File: src/source/pwo_params.svh
`ifndef PWO_PARAMS_SVH
`define PWO_PARAMS_SVH

// ==================================================
// ML-DSA pointwise engine constants
// ==================================================

// Modulus q = 2^23 - 2^13 + 1
`define PWO_Q       23'd8380417

// Coefficient and memory word layout
`define PWO_COEFF_W 23
`define PWO_LANE_W  24
`define PWO_LANES   4
`define PWO_ADDR_W  15
`define PWO_WORDS   64

// Read request to write of the same word
`define PWO_WR_LAT  5

`endif

File: src/source/pwo_pkg.sv
`default_nettype none

`include "pwo_params.svh"

package pwo_pkg;

    // ==================================================
    // Data types
    // ==================================================

    typedef logic [`PWO_COEFF_W-1:0]             coeff_t;
    typedef logic [`PWO_LANES*`PWO_LANE_W-1:0]   word_t;
    typedef logic [`PWO_ADDR_W-1:0]              addr_t;
    typedef logic [$clog2(`PWO_WORDS)-1:0]       idx_t;

    // Pointwise operation selected for a run
    typedef enum logic [1:0] {
        PWO_PWM = 2'd0,
        PWO_PWA = 2'd1,
        PWO_PWS = 2'd2
    } pwo_mode_e;

    // Sequencer states
    typedef enum logic [1:0] {
        IDLE  = 2'd0,
        ISSUE = 2'd1,
        DRAIN = 2'd2
    } ctrl_state_e;

endpackage

`default_nettype wire

File: src/source/pwo_ctrl.sv
`timescale 1ns/1ns
`default_nettype none

`include "pwo_params.svh"

module pwo_ctrl (
    input  wire            clk,
    input  wire            reset_n,
    input  wire            zeroize_i,
    input  wire            start_i,
    input  wire            sampler_valid_i,
    input  wire            acc_en_i,
    input  wire pwo_pkg::addr_t base_a_i,
    input  wire pwo_pkg::addr_t base_b_i,
    input  wire pwo_pkg::addr_t base_c_i,
    output logic           load_o,
    output logic           rd_en_a_o,
    output logic           rd_en_b_o,
    output logic           rd_en_c_o,
    output pwo_pkg::addr_t rd_addr_a_o,
    output pwo_pkg::addr_t rd_addr_b_o,
    output pwo_pkg::addr_t rd_addr_c_o,
    output logic           word_valid_o,
    output logic           wr_en_o,
    output pwo_pkg::addr_t wr_addr_o,
    output logic           busy_o,
    output logic           done_o
);
    import pwo_pkg::*;

    ctrl_state_e             state_q;
    ctrl_state_e             state_d;
    idx_t                    issue_idx_q;
    logic                    issue;
    logic                    last_issue;
    logic                    last_write;
    logic                    done_q;
    // In-flight words, oldest at the top
    logic [`PWO_WR_LAT-1:0]  vld_q;
    idx_t                    idx_pipe_q [`PWO_WR_LAT];

    // ==================================================
    // Issue side
    // ==================================================

    assign load_o     = start_i && (state_q == IDLE);
    // The sampler strobe throttles every read of the run
    assign issue      = (state_q == ISSUE) && sampler_valid_i;
    assign last_issue = issue && (issue_idx_q == idx_t'(`PWO_WORDS - 1));
    // Only the youngest word is left once issue is over
    assign last_write = (state_q == DRAIN) && vld_q[`PWO_WR_LAT-1]
                        && (vld_q[`PWO_WR_LAT-2:0] == '0);

    always_comb begin
        state_d = state_q;
        unique case (state_q)
            IDLE:    if (load_o) state_d = ISSUE;
            ISSUE:   if (last_issue) state_d = DRAIN;
            DRAIN:   if (last_write) state_d = IDLE;
            default: state_d = IDLE;
        endcase
    end

    always_ff @(posedge clk or negedge reset_n) begin
        if (!reset_n) begin
            state_q     <= IDLE;
            issue_idx_q <= '0;
            vld_q       <= '0;
            done_q      <= 1'b0;
        end else if (zeroize_i) begin
            state_q     <= IDLE;
            issue_idx_q <= '0;
            vld_q       <= '0;
            done_q      <= 1'b0;
        end else begin
            state_q <= state_d;
            done_q  <= last_write;
            vld_q   <= {vld_q[`PWO_WR_LAT-2:0], issue};
            if (load_o) begin
                issue_idx_q <= '0;
            end else if (issue) begin
                issue_idx_q <= issue_idx_q + idx_t'(1);
            end
        end
    end

    // Word index travels alongside its valid bit
    always_ff @(posedge clk) begin
        idx_pipe_q[0] <= issue_idx_q;
        for (int k = 1; k < `PWO_WR_LAT; k++) begin
            idx_pipe_q[k] <= idx_pipe_q[k-1];
        end
    end

    // ==================================================
    // Port outputs
    // ==================================================

    assign rd_en_a_o    = issue;
    assign rd_en_b_o    = issue;
    assign rd_en_c_o    = issue && acc_en_i;
    assign rd_addr_a_o  = base_a_i + addr_t'(issue_idx_q);
    assign rd_addr_b_o  = base_b_i + addr_t'(issue_idx_q);
    assign rd_addr_c_o  = base_c_i + addr_t'(issue_idx_q);

    // Read data returns one cycle after the request
    assign word_valid_o = vld_q[0];
    assign wr_en_o      = vld_q[`PWO_WR_LAT-1];
    assign wr_addr_o    = base_c_i + addr_t'(idx_pipe_q[`PWO_WR_LAT-1]);

    assign busy_o       = (state_q != IDLE);
    assign done_o       = done_q;

endmodule

`default_nettype wire

File: config.mk
export PLATFORM = sky130hd
export DESIGN_NAME = pwo_ctrl
export DESIGN_NICKNAME = d
export VERILOG_FILES = /design/src/source/pwo_pkg.sv /design/src/source/pwo_ctrl.sv
export VERILOG_INCLUDE_DIRS = /design/src /design/src/source
export SDC_FILE = /design/constraint.sdc
export NUM_CORES = 1
export LEC_CHECK = 0
export ABC_AREA = 1
export ABC_CLOCK_PERIOD_IN_PS = 2550
export BUFFER_PORTS_ARGS = -buffer_cell sky130_fd_sc_hd__buf_4
export CAP_MARGIN = 15
export CELL_PAD_IN_SITES_DETAIL_PLACEMENT = 1
export CELL_PAD_IN_SITES_GLOBAL_PLACEMENT = 2
export CORE_MARGIN = 2
export CORE_UTILIZATION = 28
export CTS_BUF_LIST = sky130_fd_sc_hd__clkbuf_2
export DETAILED_ROUTE_END_ITERATION = 10
export PLACE_DENSITY = 0.95
export SYNTH_ARGS = -nofsm -noshare
export SYNTH_HDL_FRONTEND = slang
export SYNTH_SLANG_ARGS = --single-unit
export TNS_END_PERCENT = 20
File: constraint.sdc
create_clock -name clk -period 2.55 [get_ports clk]
set_input_delay 0 -clock clk [delete_from_list [all_inputs] [get_ports clk]]
set_output_delay 0 -clock clk [all_outputs]
set_load 0.005 [all_outputs]
==> summary.txt <==
fin crit period - 2.367 ns
max_slew headroom - 55.27%
Comb power frac - 32.1%
crit-path max cell delay - 0.46 ns
largest net degree at the start of global routing - 16
worst-path fanout max - 3
nets - 736
maximum vdd ir drop - 0.1246 mV
pwr dens - 330.8 mW/mm^2
crit path to - rd_addr_a_o[12]
Finished Cell Area - 0.004542 sq mm
Worst Setup SP - issue_idx_q[0]$_DFFE_PN0P_
Final ANT Viol Nets - 0
setup slack at placement - 0.3956 ns
setup slack after layout - 0.1828 ns
Final Hold Fails - 0
Worst-path clk slew - 0.20 ns
GPL Wtd Cong - 0.8244
DRC - 0
Core Util, Final - 38.29%
measured slew at the worst slew-check pin - 0.6688 ns
share of cells above drive strength 1 - 20.85%
Reg-to-Reg End - state_q[0]$_DFFE_PN0P_
Area contributors post-synth - nand2_1 (19%), dfxtp_1 (18%), dfrtp_1 (10%)
cell taking the most area after synthesis - nand2_1
hold_sp - base_a_i[14]
drt total wl - 10.52 mm
critical path arrival - 2.37 ns
CP Capture Type - output port
share of Yosys cell area claimed by the top area cell type - 19.31%
Core Area - 0.01186 sq mm
Net Switching - 480.4 uW
first-pass GRT wire length - 17.13 mm
CTS tree - yes
Sequential Power Share - 48.2%
Synth Instances - 526
part of the cycle the worst path needs - 92.83%
worst reg2reg path depth - 7
GRT Total Usage - 16.06%
clock power share - 19.7%
total vias in the final route - 3715
Routed WL per cell - 13.09 um
IO Pins - 119
# setup viols final - 0
Clock Tree Buf Depth - 2
worst r2r src - issue_idx_q[1]$_DFFE_PN0P_
setup slack, reg-to-reg - 1.14 ns
Setup CP Type - register to output port
initial antenna violation count - 0
warnings from Yosys - 0
unique cell type count in the Yosys netlist - 21
slowest library cell on the worst path - dfrtp_2
worst-path cell chain - buf_4 > ha_1 > fa_1 > nand3_1 > nand3_1 > nand2_1 > o21ai_0 > nand3b_1 > nand2_1 > buf_4
vias in the first global route - 3839
FMAX - 422.4 MHz
Die X - 113.6 um
DP Cell Count - 789
clk sinks - 44
area grow syn2layout - 35.04%
first-pass iteration count of the detailed router - 4
Post-Syn Area - 0.003363 sq mm
input/output buffers - 118
GRT overflow - 0
CTS buffer count - 5
number of synthesized register bits - 44
Root Driver - clkbuf_2
Worst Hold Class - primary input to output port
placed cell area - 0.004420 sq mm
Die Area - 0.01290 sq mm
initial core utilization - 28.35%
syn_nets - 606
Inserted Diodes - 0
clk_lat worst skew - 0.40 ns
max-slew violation count - 0
sw frac - 31.98%
Critical Path RT - 2.55 ns
status - complete, no violations
P_int - 1022 uW
H-tree lvl count - 2
detailed placement HPWL - 9.056 mm
static leakage - 0.002538 uW
final non-filler cell total - 804
vias per cell - 4.621
Critical Path Start Type - register
sequential cell area fraction in the yosys report - 28.27%
post-synthesis average cell area - 6.394 sq um
DRT iter0 DRCs - 124
chip height - 113.6 um
Rows - 40
clk_skew - 0.01839 ns
max-cap violations - 0
[cells in the mapped netlist, drive strengths merged]
library cell and instances:
dfxtp 30, nor2 67, buf 3, xor2 19
o21ai 11, nand4 4, nand3b 4, fa 4
nand2 173, nor3 12, inv 73, ha 25
and2 5, dfrtp 14, nand3 68, xnor2 3
a21oi 11
[sequential cells by signal, summed over array words and instances, names as in the netlist]
register and flops:
issue_idx_q 6, idx_pipe_q 30, state_q 2, done_o 1
vld_q 5
[placed cells by master (no fill, tap or decap), drive strengths merged]
cell type	count
a21oi	11
o21ai	11
nor2	67
clkinvlp	1
clkinv	1
buf	121
fa	4
nand3	68
inv	74
dfxtp	30
xnor2	3
nor3	12
ha	25
xor2	19
dfrtp	14
nand4	4
nand3b	4
nand2	173
clkbuf	5
and2	5
dlygate4sd3	5
[layer usage]
layer,up-vias,track usage [%],wire [um]
li1,1916,-,-
met1,1702,18.79,4544
met2,88,31.46,5466
met3,9,1.753,419
met4,0,3.171,92
met5,-,0,0
[through the flow]
| stage | total power, uW | TNS [ns] | hold slack [ns] |
|---|---|---|---|
| floorplan | 944.1 | 0 | -0.2956 |
| global placement | 1203 | 0 | -0.1445 |
| detailed placement | 1214 | 0 | -0.1373 |
| finish | 1502 | 0 | 0.2736 |
| CTS | 1514 | 0 | 0.2786 |
| global route | 1605 | -0.007558 | 0.2937 |
[area by class of cell]
class	count	area, sq um
sequential	44	952.2
fill	1566	7320
inverter	73	274.0
multi-input combinational	406	2126
tap	147	183.9
clock buffer	5	25.02
timing repair buffer	126	958.4
clock inverter	3	22.52
[cell families after synthesis]
logic type,Yosys count,synth area share (%)
AOI/OAI and AO/OA,22,3.274
adders and majority gates,29,11.68
buffers and inverters,76,8.742
and+or+nand+nor,333,42.30
DFF,44,28.27
xor gates and xnor gates,22,5.729
[worst max-delay path: cells and delay by family (launching register included)]
| kind | cells | cell delay (ns) |
|---|---|---|
| DFF | 1 | 0.46 |
| buffers and inverters | 2 | 0.28 |
| AOI/OAI and AO/OA | 1 | 0.10 |
| adders and majority gates | 2 | 0.64 |
| and+or+nand+nor | 5 | 0.49 |
[worst min path at each step]
stage                               endpoint  slack (ns)  cells after the start
after global routing         rd_addr_a_o[14]        0.29                      4
after CTS                    rd_addr_a_o[14]        0.28                      4
final                        rd_addr_a_o[14]        0.27                      4
after global placement    vld_q[0]$_DFF_PN0_       -0.14                      1
after floorplan             done_o$_DFF_PN0_       -0.30                      0
after detailed placement  vld_q[0]$_DFF_PN0_       -0.14                      1
[repair_timing]
action	CTS	global route
buffers inserted	0	2
cloned	0	0
resized for setup	1	2
endpoints found under the setup margin	4	4
hold endpoints to repair	28	0
hold buffers	5	0
pin swaps	0	0
[power groups by stage]
stage                     registers [uW]  logic, uW  clock network, uW
after floorplan                      738        206                  0
after global placement               738        464                  0
after detailed placement             740        474                  0
final                                725        482                296
after global routing                 728        538                339
after CTS                            727        483                304
Note: power is estimated with default switching activity, not from simulation.
