File: config.mk
export PLATFORM = sky130hd
export DESIGN_NAME = pwo_cfg_regs
export DESIGN_NICKNAME = d
export VERILOG_FILES = /design/src/source/pwo_pkg.sv /design/src/source/pwo_cfg_regs.sv
export VERILOG_INCLUDE_DIRS = /design/src /design/src/source
export SDC_FILE = /design/constraint.sdc
export NUM_CORES = 1
export LEC_CHECK = 0
export BUFFER_PORTS_ARGS = -buffer_cell sky130_fd_sc_hd__buf_2
export CAP_MARGIN = 20
export CORE_MARGIN = 2
export CORE_UTILIZATION = 48
export DETAILED_ROUTE_END_ITERATION = 10
export GPL_TIMING_DRIVEN = 0
export PLACE_DENSITY = 0.86
export SLEW_MARGIN = 0
export SYNTH_ARGS = -nofsm -noshare
export SYNTH_HDL_FRONTEND = slang
export SYNTH_SLANG_ARGS = --single-unit
File: constraint.sdc
create_clock -name clk -period 1 [get_ports clk]
set_input_delay 0.15 -clock clk [delete_from_list [all_inputs] [get_ports clk]]
set_output_delay 0.15 -clock clk [all_outputs]
set_load 0.005 [all_outputs]
File: src/source/pwo_params.svh
`ifndef PWO_PARAMS_SVH
`define PWO_PARAMS_SVH

// ==================================================
// ML-DSA pointwise engine constants
// ==================================================

// Modulus q = 2^23 - 2^13 + 1
`define PWO_Q       23'd8380417

// Coefficient and memory word layout
`define PWO_COEFF_W 23
`define PWO_LANE_W  24
`define PWO_LANES   4
`define PWO_ADDR_W  15
`define PWO_WORDS   64

// Read request to write of the same word
`define PWO_WR_LAT  5

`endif

File: src/source/pwo_pkg.sv
`default_nettype none

`include "pwo_params.svh"

package pwo_pkg;

    // ==================================================
    // Data types
    // ==================================================

    typedef logic [`PWO_COEFF_W-1:0]             coeff_t;
    typedef logic [`PWO_LANES*`PWO_LANE_W-1:0]   word_t;
    typedef logic [`PWO_ADDR_W-1:0]              addr_t;
    typedef logic [$clog2(`PWO_WORDS)-1:0]       idx_t;

    // Pointwise operation selected for a run
    typedef enum logic [1:0] {
        PWO_PWM = 2'd0,
        PWO_PWA = 2'd1,
        PWO_PWS = 2'd2
    } pwo_mode_e;

    // Sequencer states
    typedef enum logic [1:0] {
        IDLE  = 2'd0,
        ISSUE = 2'd1,
        DRAIN = 2'd2
    } ctrl_state_e;

endpackage

`default_nettype wire

File: src/source/pwo_cfg_regs.sv
`timescale 1ns/1ns
`default_nettype none

module pwo_cfg_regs (
    input  wire                clk,
    input  wire                reset_n,
    input  wire                zeroize_i,
    input  wire                load_i,
    input  wire pwo_pkg::pwo_mode_e mode_i,
    input  wire pwo_pkg::addr_t     base_a_i,
    input  wire pwo_pkg::addr_t     base_b_i,
    input  wire pwo_pkg::addr_t     base_c_i,
    input  wire                accumulate_i,
    output pwo_pkg::pwo_mode_e mode_o,
    output pwo_pkg::addr_t     base_a_o,
    output pwo_pkg::addr_t     base_b_o,
    output pwo_pkg::addr_t     base_c_o,
    output logic               acc_en_o
);
    import pwo_pkg::*;

    // Configuration is frozen at start and held for the whole run
    always_ff @(posedge clk or negedge reset_n) begin
        if (!reset_n) begin
            mode_o   <= PWO_PWM;
            base_a_o <= '0;
            base_b_o <= '0;
            base_c_o <= '0;
            acc_en_o <= 1'b0;
        end else if (zeroize_i) begin
            mode_o   <= PWO_PWM;
            base_a_o <= '0;
            base_b_o <= '0;
            base_c_o <= '0;
            acc_en_o <= 1'b0;
        end else if (load_i) begin
            mode_o   <= mode_i;
            base_a_o <= base_a_i;
            base_b_o <= base_b_i;
            base_c_o <= base_c_i;
            // Accumulate only makes sense for multiply
            acc_en_o <= accumulate_i && (mode_i == PWO_PWM);
        end
    end

endmodule

`default_nettype wire

==> metrics.md, run 1 <==
| Metric | Value |
|---|---|
| HPWL after DPL | 3.178 mm |
| GR Util All Layers | 18.64% |
| RSZ-0062 raised after global routing | yes |
| Largest family of logic cells by synthesized area | multiplexers |
| Worst Path Buf+Inv | 1 |
| Family with the most delay on the worst path | flip-flops |
| DR WL/cell | 13.30 µm |
| Setup violators final | 0 |
| Initial DRC count | 94 |
| Max Clock Skew | 0 ps |
| Net count, final | 314 |
| Flop2flop setup slack | approximately 260 ps |
| FF-to-FF End | base_c_o[13] |
| Yosys cell types | 11 |
| Post-synth ARST share | 100.0% |
| Critical-path maximum fanout | 2 |
| DR vias/cell | 4.834 |
| CTS tree | built |
| Worst slew pin tran | 455.0 ps |
| CP peak stage delay | approximately 400 ps |
| Syn_nets | 208 |
| Total grt overflow | 0 |
| I/O pin cnt | 100 |
| Reg-to-Reg Start | base_c_o[13] |
| Final hold vios | 0 |
| Pre-Repair DR Iteration Count | 4 |
| IO buf count | 97 |
| Clk Latency, worst-skew pair | 290 ps |
| Die area | 4651 µm² |
| Initial antenna violation count | 0 |
| CTS Buf Count | 5 |
| Post-Layout Cell Count | between 300 and 400 |
| Post-synth EDFFs | 0 |
| Clock Sinks | 48 |
| Post-route ant nets | 0 |
| Routability cong. | 0.6916 |
| Clock root buffer | clkbuf_8 |
| Vias in the first global route | 1454 |
| Primary FF master, synth | dfrtp_1 |
| Bufs on Longest Clock Path | 2 |
| Xor/xnor share of the synthesized area | 0% |
| Compound-Gate Fraction of Synth Area | less than 1% |
| Synth Instances | 156 |
| Crit Path Class | reg2out |
| Hold EP | base_b_o[1] |
| Die Y | 68.20 µm |
| Worst path arrival time | between 800 and 900 ps |
| CTS clk-pin slew, worst paths | roughly 80 ps |
| Adder-Cell Fraction of Synth Area | 0% |
| Routed wire length | 4.163 mm |
| Status | finished clean |
| Number of fill cells in the layout | 324 |
| Worst Path Required | 850 ps |
| Min-Delay Path Class | in2reg |
| Worst VDD drop | 0.7583 mV |
| Rows | 23 |
| Synth Warn # | 0 |
| Finished Cell Area | 2646 µm² |
| Worst setup SP type | register |
| Vias post-DR | 1513 |
| Synthesis-to-layout area growth | 33.78% |
| H-tree depth | 2 |
| Max_cap viols | 0 |
| Synth area leader | dfrtp_1 |
| First-pass GRT wire length | approximately 6.4 mm |
| Fmax | 1.030 GHz |
| Largest net degree at the start of global routing | a little under 50 |
| Sequential area share after synthesis | 60.72% |
| Critical path cell sequence | buf_2 |
| Top cells by area, synth | dfrtp_1, mux2i_1, nor2_1 |
| Slowest cell on the critical path | dfrtp_1 |
| Initial core utilization | 49.81% |
| Dpl cells | 303 |
| Ant diodes | 0 |
| Pwr Density | approximately 1400 nW/µm² |
| Die width | 68.20 µm |
| Count leader, synth | dfrtp_1 |
| Slew Viols, Final | 0 |
| Crit path time final | 971.1 ps |
| HP Start | base_b_i[1] |
| Placed Area | ~2500 µm² |
| Core area | 3971 µm² |
| Worst setup EP type | output port |
| Share of layout cells above drive strength 1 | 42.59% |
| Worst slew margin | 69.67% |
| Synthesized area | 1978 µm² |
| Design Power | 0.003816 W |
| Period utilization | 97.11% |
| WHS Path Cells | 3 |
| Top-area cell type share of the netlist area | 60.72% |
| R2R cell count | 2 |
| Total negative setup slack | 0 ps |
| Mux contribution to synthesized area | 23.78% |
| # DRC | 0 |
| Leak | between 1.5 and 2 nW |
| Synthesized area per cell | 12.68 µm² |
| Most common library cells after synthesis | dfrtp_1, mux2i_1, nor2_1 |
| Synth Register Bits | 48 |
| Simple-Gate Fraction of Synth Area | 9.804% |
flip-flops by register name, indices dropped and copies added, names as in the netlist:
name	count
base_a_o	15
base_b_o	15
base_c_o	15
mode_o	2
acc_en_o	1
cells in the final DEF, fill, tap and decap left out:
cell and instances:
buf_2 99, nand4bb_1 1, buf_4 2, buf_6 1
dfrtp_1 48, buf_12 4, clkbuf_8 6, dlygate4sd3_1 1
a21oi_1 1, nor2_1 47, mux2i_1 47, nand2b_1 1
clkbuf_1 5
metrics by stage:
step / setup WS [ps] / hold slack [ps] / utilization (%)
floorplan: 166.9 / -145.6 / -
detailed placement: -70.97 / 391.4 / 63.61
CTS: 24.52 / 67.75 / 65.88
global route: -4.297 / 104.5 / 66.64
finish: 28.90 / 97.57 / 66.64
global placement: -70.58 / 389.6 / 63.61
repair_timing:
| item | 4_1_cts | 5_1_grt |
|---|---|---|
| resized for setup | 0 | 0 |
| setup buffers | 0 | 0 |
| hold endpoints to repair | 0 | 48 |
| hold buffers | 0 | 1 |
| setup endpoints to repair | 0 | 1 |
logic make-up (layout without fill, tap and decap cells):
group | Yosys count | in the layout
buffers and inverters | 11 | 118
AO/OA/AOI/OAI | 1 | 1
AND/OR/NAND/NOR | 49 | 49
flip-flops | 48 | 48
multiplexers | 47 | 47
layout make-up:
type	count	area, µm²	area share (%)
Sequential cell	48	1201	45.39
Clock buffer	8	90.09	3.404
Tap cell	50	62.56	2.364
Buffer	11	107.6	4.066
Timing Repair Buffer	99	515.5	19.48
Multi-Input combinational cell	97	669.4	25.30
layer usage:
layer | GRT usage (%) | wire, µm | part of all wire, %
met4 | 6.000 | 44 | 1.1
met5 | 0 | 0 | 0
met2 | 32.77 | 2226 | 53
met1 | 22.35 | 1657 | 40
met3 | 4.605 | 235 | 5.6
worst max path at each step:
stage,startpoint,to,slack [ps],cells past startpoint
global placement,reset_n,base_a_o[6],-70,1
CTS,base_b_o[10],base_b_o[10],20,1
floorplan,load_i,base_a_o[0],170,5
finish,base_b_o[6],base_b_o[6],30,1
global route,base_a_o[0],base_a_o[0],-4,1
detailed placement,reset_n,base_a_o[2],-70,1
power by group:
| group | total (W) | switching [W] | internal (W) |
|---|---|---|---|
| Clock | 0.00115 | 0.000590 | 0.000565 |
| Sequential | 0.00210 | 0.0000526 | 0.00205 |
| Combinational | 0.000563 | 0.000266 | 0.000297 |
| Total | 0.00382 | 0.000909 | 0.00291 |
Power figures use the tool's default switching activity.
==> run 2, diff against run 1 <==
MAX_ROUTING_LAYER = met4   (was unset)
==> metrics.md, run 2 (synthesis gave the netlist of run 1 again) <==
| Metric | Value |
|---|---|
| Most frequent cells in the layout | buf_2, dfrtp_1, mux2i_1, nor2_1, clkbuf_8 |
| RSZ-0062 raised after global routing | yes |
| Routability cong. | 0.6989 (+1.1%) |
| Reg-to-Reg Start | base_c_o[13] |
| H-tree depth | 2 (unchanged) |
| Worst setup EP type | output port |
| CP peak stage delay | 400 ps (about the same) |
| Max_cap viols | 0 (unchanged) |
| HP Start | base_b_i[1] |
| Largest net degree at the start of global routing | 49 (unchanged) |
| Critical-path maximum fanout | 2 (unchanged) |
| Crit Path Class | reg2out |
| Synthesis-to-layout area growth | 33.78% (unchanged) |
| Post-CTS Setup Bufs | 0 (unchanged) |
| Vias in the first global route | 1463 (+0.62%) |
| Post_cts resized | 0 (unchanged) |
| Post-route ant nets | 0 (unchanged) |
| Clock root buffer | clkbuf_8 |
| Bufs on Longest Clock Path | 2 (unchanged) |
| Met3 Routed Length | 224 µm (-4.7%) |
| Initial core utilization | 49.81% (unchanged) |
| Family with the most delay on the worst path | flip-flops |
| Finished Cell Area | 2646 µm² (unchanged) |
| HPWL after DPL | 3.178 mm (unchanged) |
| Max Clock Skew | 0 ps (unchanged) |
| Worst Path Buf+Inv | 1 (unchanged) |
| Net count, final | 314 (unchanged) |
| Worst Path Required | 850 ps (about the same) |
| Routed wire length | 4.176 mm (+0.31%) |
| Fmax | 1.028 GHz (-0.19%) |
| Wl on met1 | 1.669 mm (+0.72%) |
| Leak | 1.555 nW (unchanged) |
| Final hold slack | 95.74 ps (-1.832 ps) |
| Commonest non-fill, non-tap cell in the layout | buf_2 |
| Post-place setup slack | -70.97 ps (unchanged) |
| Worst VDD drop | 0.7597 mV (+0.18%) |
| DR vias/cell | 4.843 (+0.20%) |
| IO buf count | 97 (unchanged) |
| CTS tree | built |
| Pwr Density | 1444 nW/µm² (+0.16%) |
| Worst path arrival time | 820 ps (about the same) |
| Top layer used by detailed routing | met4 |
| Worst slew margin | 69.69% (about the same) |
| Crit path time final | 972.9 ps (+1.827 ps) |
| Final hold vios | 0 (unchanged) |
| Worst slew pin tran | 454.6 ps (-0.3538 ps) |
| Initial DRC count | 94 (unchanged) |
| Status | finished clean |
| Setup crit start | base_b_o[6] |
| Ant diodes | 0 (unchanged) |
| Clk Latency, worst-skew pair | 290 ps (about the same) |
| Vias post-DR | 1516 (+0.20%) |
| Total grt overflow | 0 (unchanged) |
| Setup violators final | 0 (unchanged) |
| GR Util All Layers | 19.29% (+0.65 points) |
| Worst setup SP type | register |
| Die Y | 68.20 µm (unchanged) |
| Critical path cell sequence | buf_2 |
| Design Power | 0.003822 W (+0.16%) |
| First-pass GRT wire length | 6.354 mm (-0.11%) |
| Share of layout cells above drive strength 1 | 42.59% (unchanged) |
| Setup ws final | 27.07 ps (-1.827 ps) |
| DR WL/cell | 13.34 µm (+0.31%) |
| CTS clk-pin slew, worst paths | 80 ps (about the same) |
| Pre-Repair DR Iteration Count | 4 (unchanged) |
| DR WL met2 | 2.227 mm (about the same) |
| Slew Viols, Final | 0 (unchanged) |
| Die area | 4651 µm² (unchanged) |
| Biggest regs | base_a_o (15), base_b_o (15), base_c_o (15) |
| Placed Area | 2526 µm² (unchanged) |
| Die width | 68.20 µm (unchanged) |
| Initial antenna violation count | 0 (unchanged) |
| Period utilization | 97.29% (+0.18 points) |
| Min-Delay Path Class | in2reg |
| I/O pin cnt | 100 (unchanged) |
| Clock Sinks | 48 (unchanged) |
| CTS Buf Count | 5 (unchanged) |
| Core area | 3971 µm² (unchanged) |
| Slowest cell on the critical path | dfrtp_1 |
| Total negative setup slack | 0 ps (unchanged) |
| Rows | 23 (unchanged) |
| # DRC | 0 (unchanged) |
-- run 2: cell counts in the layout (fill, tap and decap cells not counted) --
No cell type changed its count.
-- run 2: per-layer routing --
metal | vias to the layer above | track usage [%]
li1 | 725 | -
met1 | 738 | 22.68
met2 | 48 | 32.77
met3 | 5 | 4.605
met4 | 0 | 6.000
met5 | - | -
-- run 2: timing repair --
| action | 4_1_cts | 5_1_grt |
|---|---|---|
| hold endpoints to repair | 0 | 48 |
| hold buffers | 0 | 1 |
| setup endpoints to repair | 0 | 1 |
-- run 2: power breakdown --
| group | switching, W | internal [W] | total [W] |
|---|---|---|---|
| registers | 0.0000526 | 0.00205 | 0.00210 |
| clock network | 0.000596 | 0.000565 | 0.00116 |
| logic | 0.000267 | 0.000297 | 0.000563 |
-- run 2: area by class of cell --
| cell class | count | area (µm²) |
|---|---|---|
| flip-flops and latches | 48 | 1201 |
| multi-input cells | 97 | 669.4 |
| plain buffers | 11 | 107.6 |
| repair buffers | 99 | 515.5 |
| clock buffers | 8 | 90.09 |
| well taps | 50 | 62.56 |
| fillers | 324 | 1325 |
-- run 2: path summary, 6_finish.rpt --
| kind | endpoint | slack [ps] | depth (start not counted) |
|---|---|---|---|
| min in group asynchronous | base_a_o[14] | 230 | 2 |
| setup reg to reg | base_c_o[13] | 260 | 2 |
| hold reg to reg | base_b_o[11] | 520 | 2 |
| hold / removal | base_b_o[1] | 100 | 3 |
| setup / recovery | base_b_o[6] | 30 | 1 |
| max in group asynchronous | base_a_o[10] | 320 | 3 |
-- run 2: stage by stage --
step | cells | utilization (%)
after floorplan | 156 | -
after global placement | 303 | 63.61
after detailed placement | 303 | 63.61
after CTS | 311 | 65.88
after global routing | 313 | 66.64
final | 313 | 66.64
==> run 3, diff against run 2 <==
CELL_PAD_IN_SITES_DETAIL_PLACEMENT = 0   (was unset)
CELL_PAD_IN_SITES_GLOBAL_PLACEMENT = 1   (was unset)
CORE_UTILIZATION = 36   (was 48)
PLACE_DENSITY = 0.85   (was 0.86)
==> metrics.md, run 3 (synthesis gave the netlist of run 1 again) <==
| Metric | Value |
|---|---|
| Reg-to-Reg Start | base_a_o[11] |
| Largest net degree at the start of global routing | 49 (unchanged) |
| DR WL/cell | 12.07 µm (-9.6%) |
| Vias post-DR | 1451 (-4.3%) |
| Setup crit start | base_a_o[14] |
| Commonest non-fill, non-tap cell in the layout | buf_2 |
| Flop2flop setup slack | 180 ps (-80 ps) |
| Core area | 5205 µm² (+31%) |
| Crit path time final | 967.8 ps (-5.136 ps) |
| Pre-Repair DR Iteration Count | 4 (unchanged) |
| CTS Buf Count | 5 (unchanged) |
| Worst slew margin | 65.50% (-4.2 points) |
| Share of layout cells above drive strength 1 | 43.77% (+1.2 points) |
| HP Start | base_c_i[0] |
| Die Y | 78.13 µm (+15%) |
| Routed wire length | 4.042 mm (-3.2%) |
| Biggest regs | base_a_o (15), base_b_o (15), base_c_o (15) |
| Setup violators final | 0 (unchanged) |
| Clk Latency, worst-skew pair | 290 ps (about the same) |
| HPWL after DPL | 2.902 mm (-8.7%) |
| Synthesis-to-layout area growth | 35.86% |
| Final hold vios | 0 (unchanged) |
| Placed Area | 2551 µm² (+0.99%) |
| Die area | 6104 µm² (+31%) |
| Max Clock Skew | 0 ps (unchanged) |
| DR vias/cell | 4.331 (-11%) |
| Post-route ant nets | 0 (unchanged) |
| Max_cap viols | 0 (unchanged) |
| Worst Path Buf+Inv | 1 (unchanged) |
| Worst setup EP type | output port |
| Worst Path Required | 850 ps (about the same) |
| Clock Sinks | 48 (unchanged) |
| Critical path cell sequence | buf_2 |
| Initial DRC count | 30 (-68%) |
| I/O pin cnt | 100 (unchanged) |
| Total grt overflow | 0 (unchanged) |
| CP peak stage delay | 400 ps (about the same) |
| Dpl cells | 323 (+6.6%) |
| Pwr Density | 1369 nW/µm² (-5.2%) |
| Slew Viols, Final | 0 (unchanged) |
| Die width | 78.13 µm (+15%) |
| H-tree depth | 2 (unchanged) |
| Family with the most delay on the worst path | flip-flops |
| Fmax | 1.033 GHz (+0.53%) |
| Slowest cell on the critical path | dfrtp_1 |
| Most frequent cells in the layout | buf_2, dfrtp_1, mux2i_1, nor2_1, buf_4 |
| Period utilization | 96.78% (-0.51 points) |
| IO buf count | 97 (unchanged) |
| Initial antenna violation count | 0 (unchanged) |
| GR Util All Layers | 14.21% (-5.1 points) |
| Final hold slack | 99.25 ps (+3.511 ps) |
| CTS clk-pin slew, worst paths | 80 ps (about the same) |
| Initial core utilization | 38.00% (-12 points) |
| Critical-path maximum fanout | 2 (unchanged) |
| Post-Layout Cell Count | 335 (+7.0%) |
| Worst slew pin tran | 517.5 ps (+62.86 ps) |
| Finished Cell Area | 2688 µm² (+1.6%) |
| Clock root buffer | clkbuf_8 |
| Vias in the first global route | 1419 (-3.0%) |
| First-pass GRT wire length | 6.630 mm (+4.3%) |
| CTS tree | built |
| Min-Delay Path Class | in2reg |
| Worst path arrival time | 820 ps (about the same) |
| Routability cong. | 0.6611 (-5.4%) |
| Worst setup SP type | register |
| Worst VDD drop | 0.6284 mV (-17%) |
| Status | finished clean |
| Rows | 26 (+13%) |
| Core Util, Final | 51.63% (-15 points) |
| Bufs on Longest Clock Path | 2 (unchanged) |
| Leak | 1.571 nW (+1.1%) |
| Crit Path Class | reg2out |
| RSZ-0062 raised after global routing | yes |
| Ant diodes | 0 (unchanged) |
| Net count, final | 319 (+1.6%) |
| # DRC | 0 (unchanged) |
-- run 3: cell types whose count changed in the layout (fill, tap and decap cells not counted), sizes merged --
cell | before | now
buf | 106 | 111
clkbuf | 11 | 8
-- run 3: per-stage QoR --
stage | TNS, ps | setup slack, ps | power, W
2_1_floorplan | 0 | 166.9 | 0.002410
3_3_place_gp | -5835 | -99.06 | 0.002685
3_5_place_dp | -6170 | -102.5 | 0.002695
4_1_cts | 0 | 20.97 | 0.003724
5_1_grt | -17.28 | -13.96 | 0.003897
6_report | 0 | 32.21 | 0.003680
-- run 3: where the power goes --
group / internal, W / switching [W] / leakage (nW)
registers: 0.00205 / 0.0000513 / 0.638
logic: 0.000309 / 0.000265 / 0.898
clock network: 0.000451 / 0.000557 / 0.0359
-- run 3: cell type report --
class                   count  area (µm²)
well taps                  70       87.58
multi-input cells          97       669.4
clock buffers               5       68.82
flip-flops and latches     48        1201
fillers                   500        2517
repair buffers            104       553.0
plain buffers              11       107.6
-- run 3: path summary, 6_finish.rpt --
kind | to | cells past startpoint
max in group asynchronous | base_c_o[9] | 3
hold reg to reg | base_b_o[1] | 2
hold / removal | base_c_o[0] | 3
min in group asynchronous | base_b_o[4] | 2
setup reg to reg | base_a_o[11] | 3
setup / recovery | base_a_o[14] | 1
-- run 3: what timing repair did --
action	CTS	global route
hold buffers	0	1
buffers inserted	0	5
setup endpoints to repair	0	8
hold endpoints to repair	0	21
resized for setup	0	0
-- run 3: layer usage --
metal	up-vias	part of all wire (%)	wire, µm	GRT usage, %
met4	0	0.42	17	4.211
met5	-	0	0	-
li1	729	-	-	-
met1	655	44	1790	17.99
met2	65	47	1915	21.98
met3	2	7.9	319	4.598
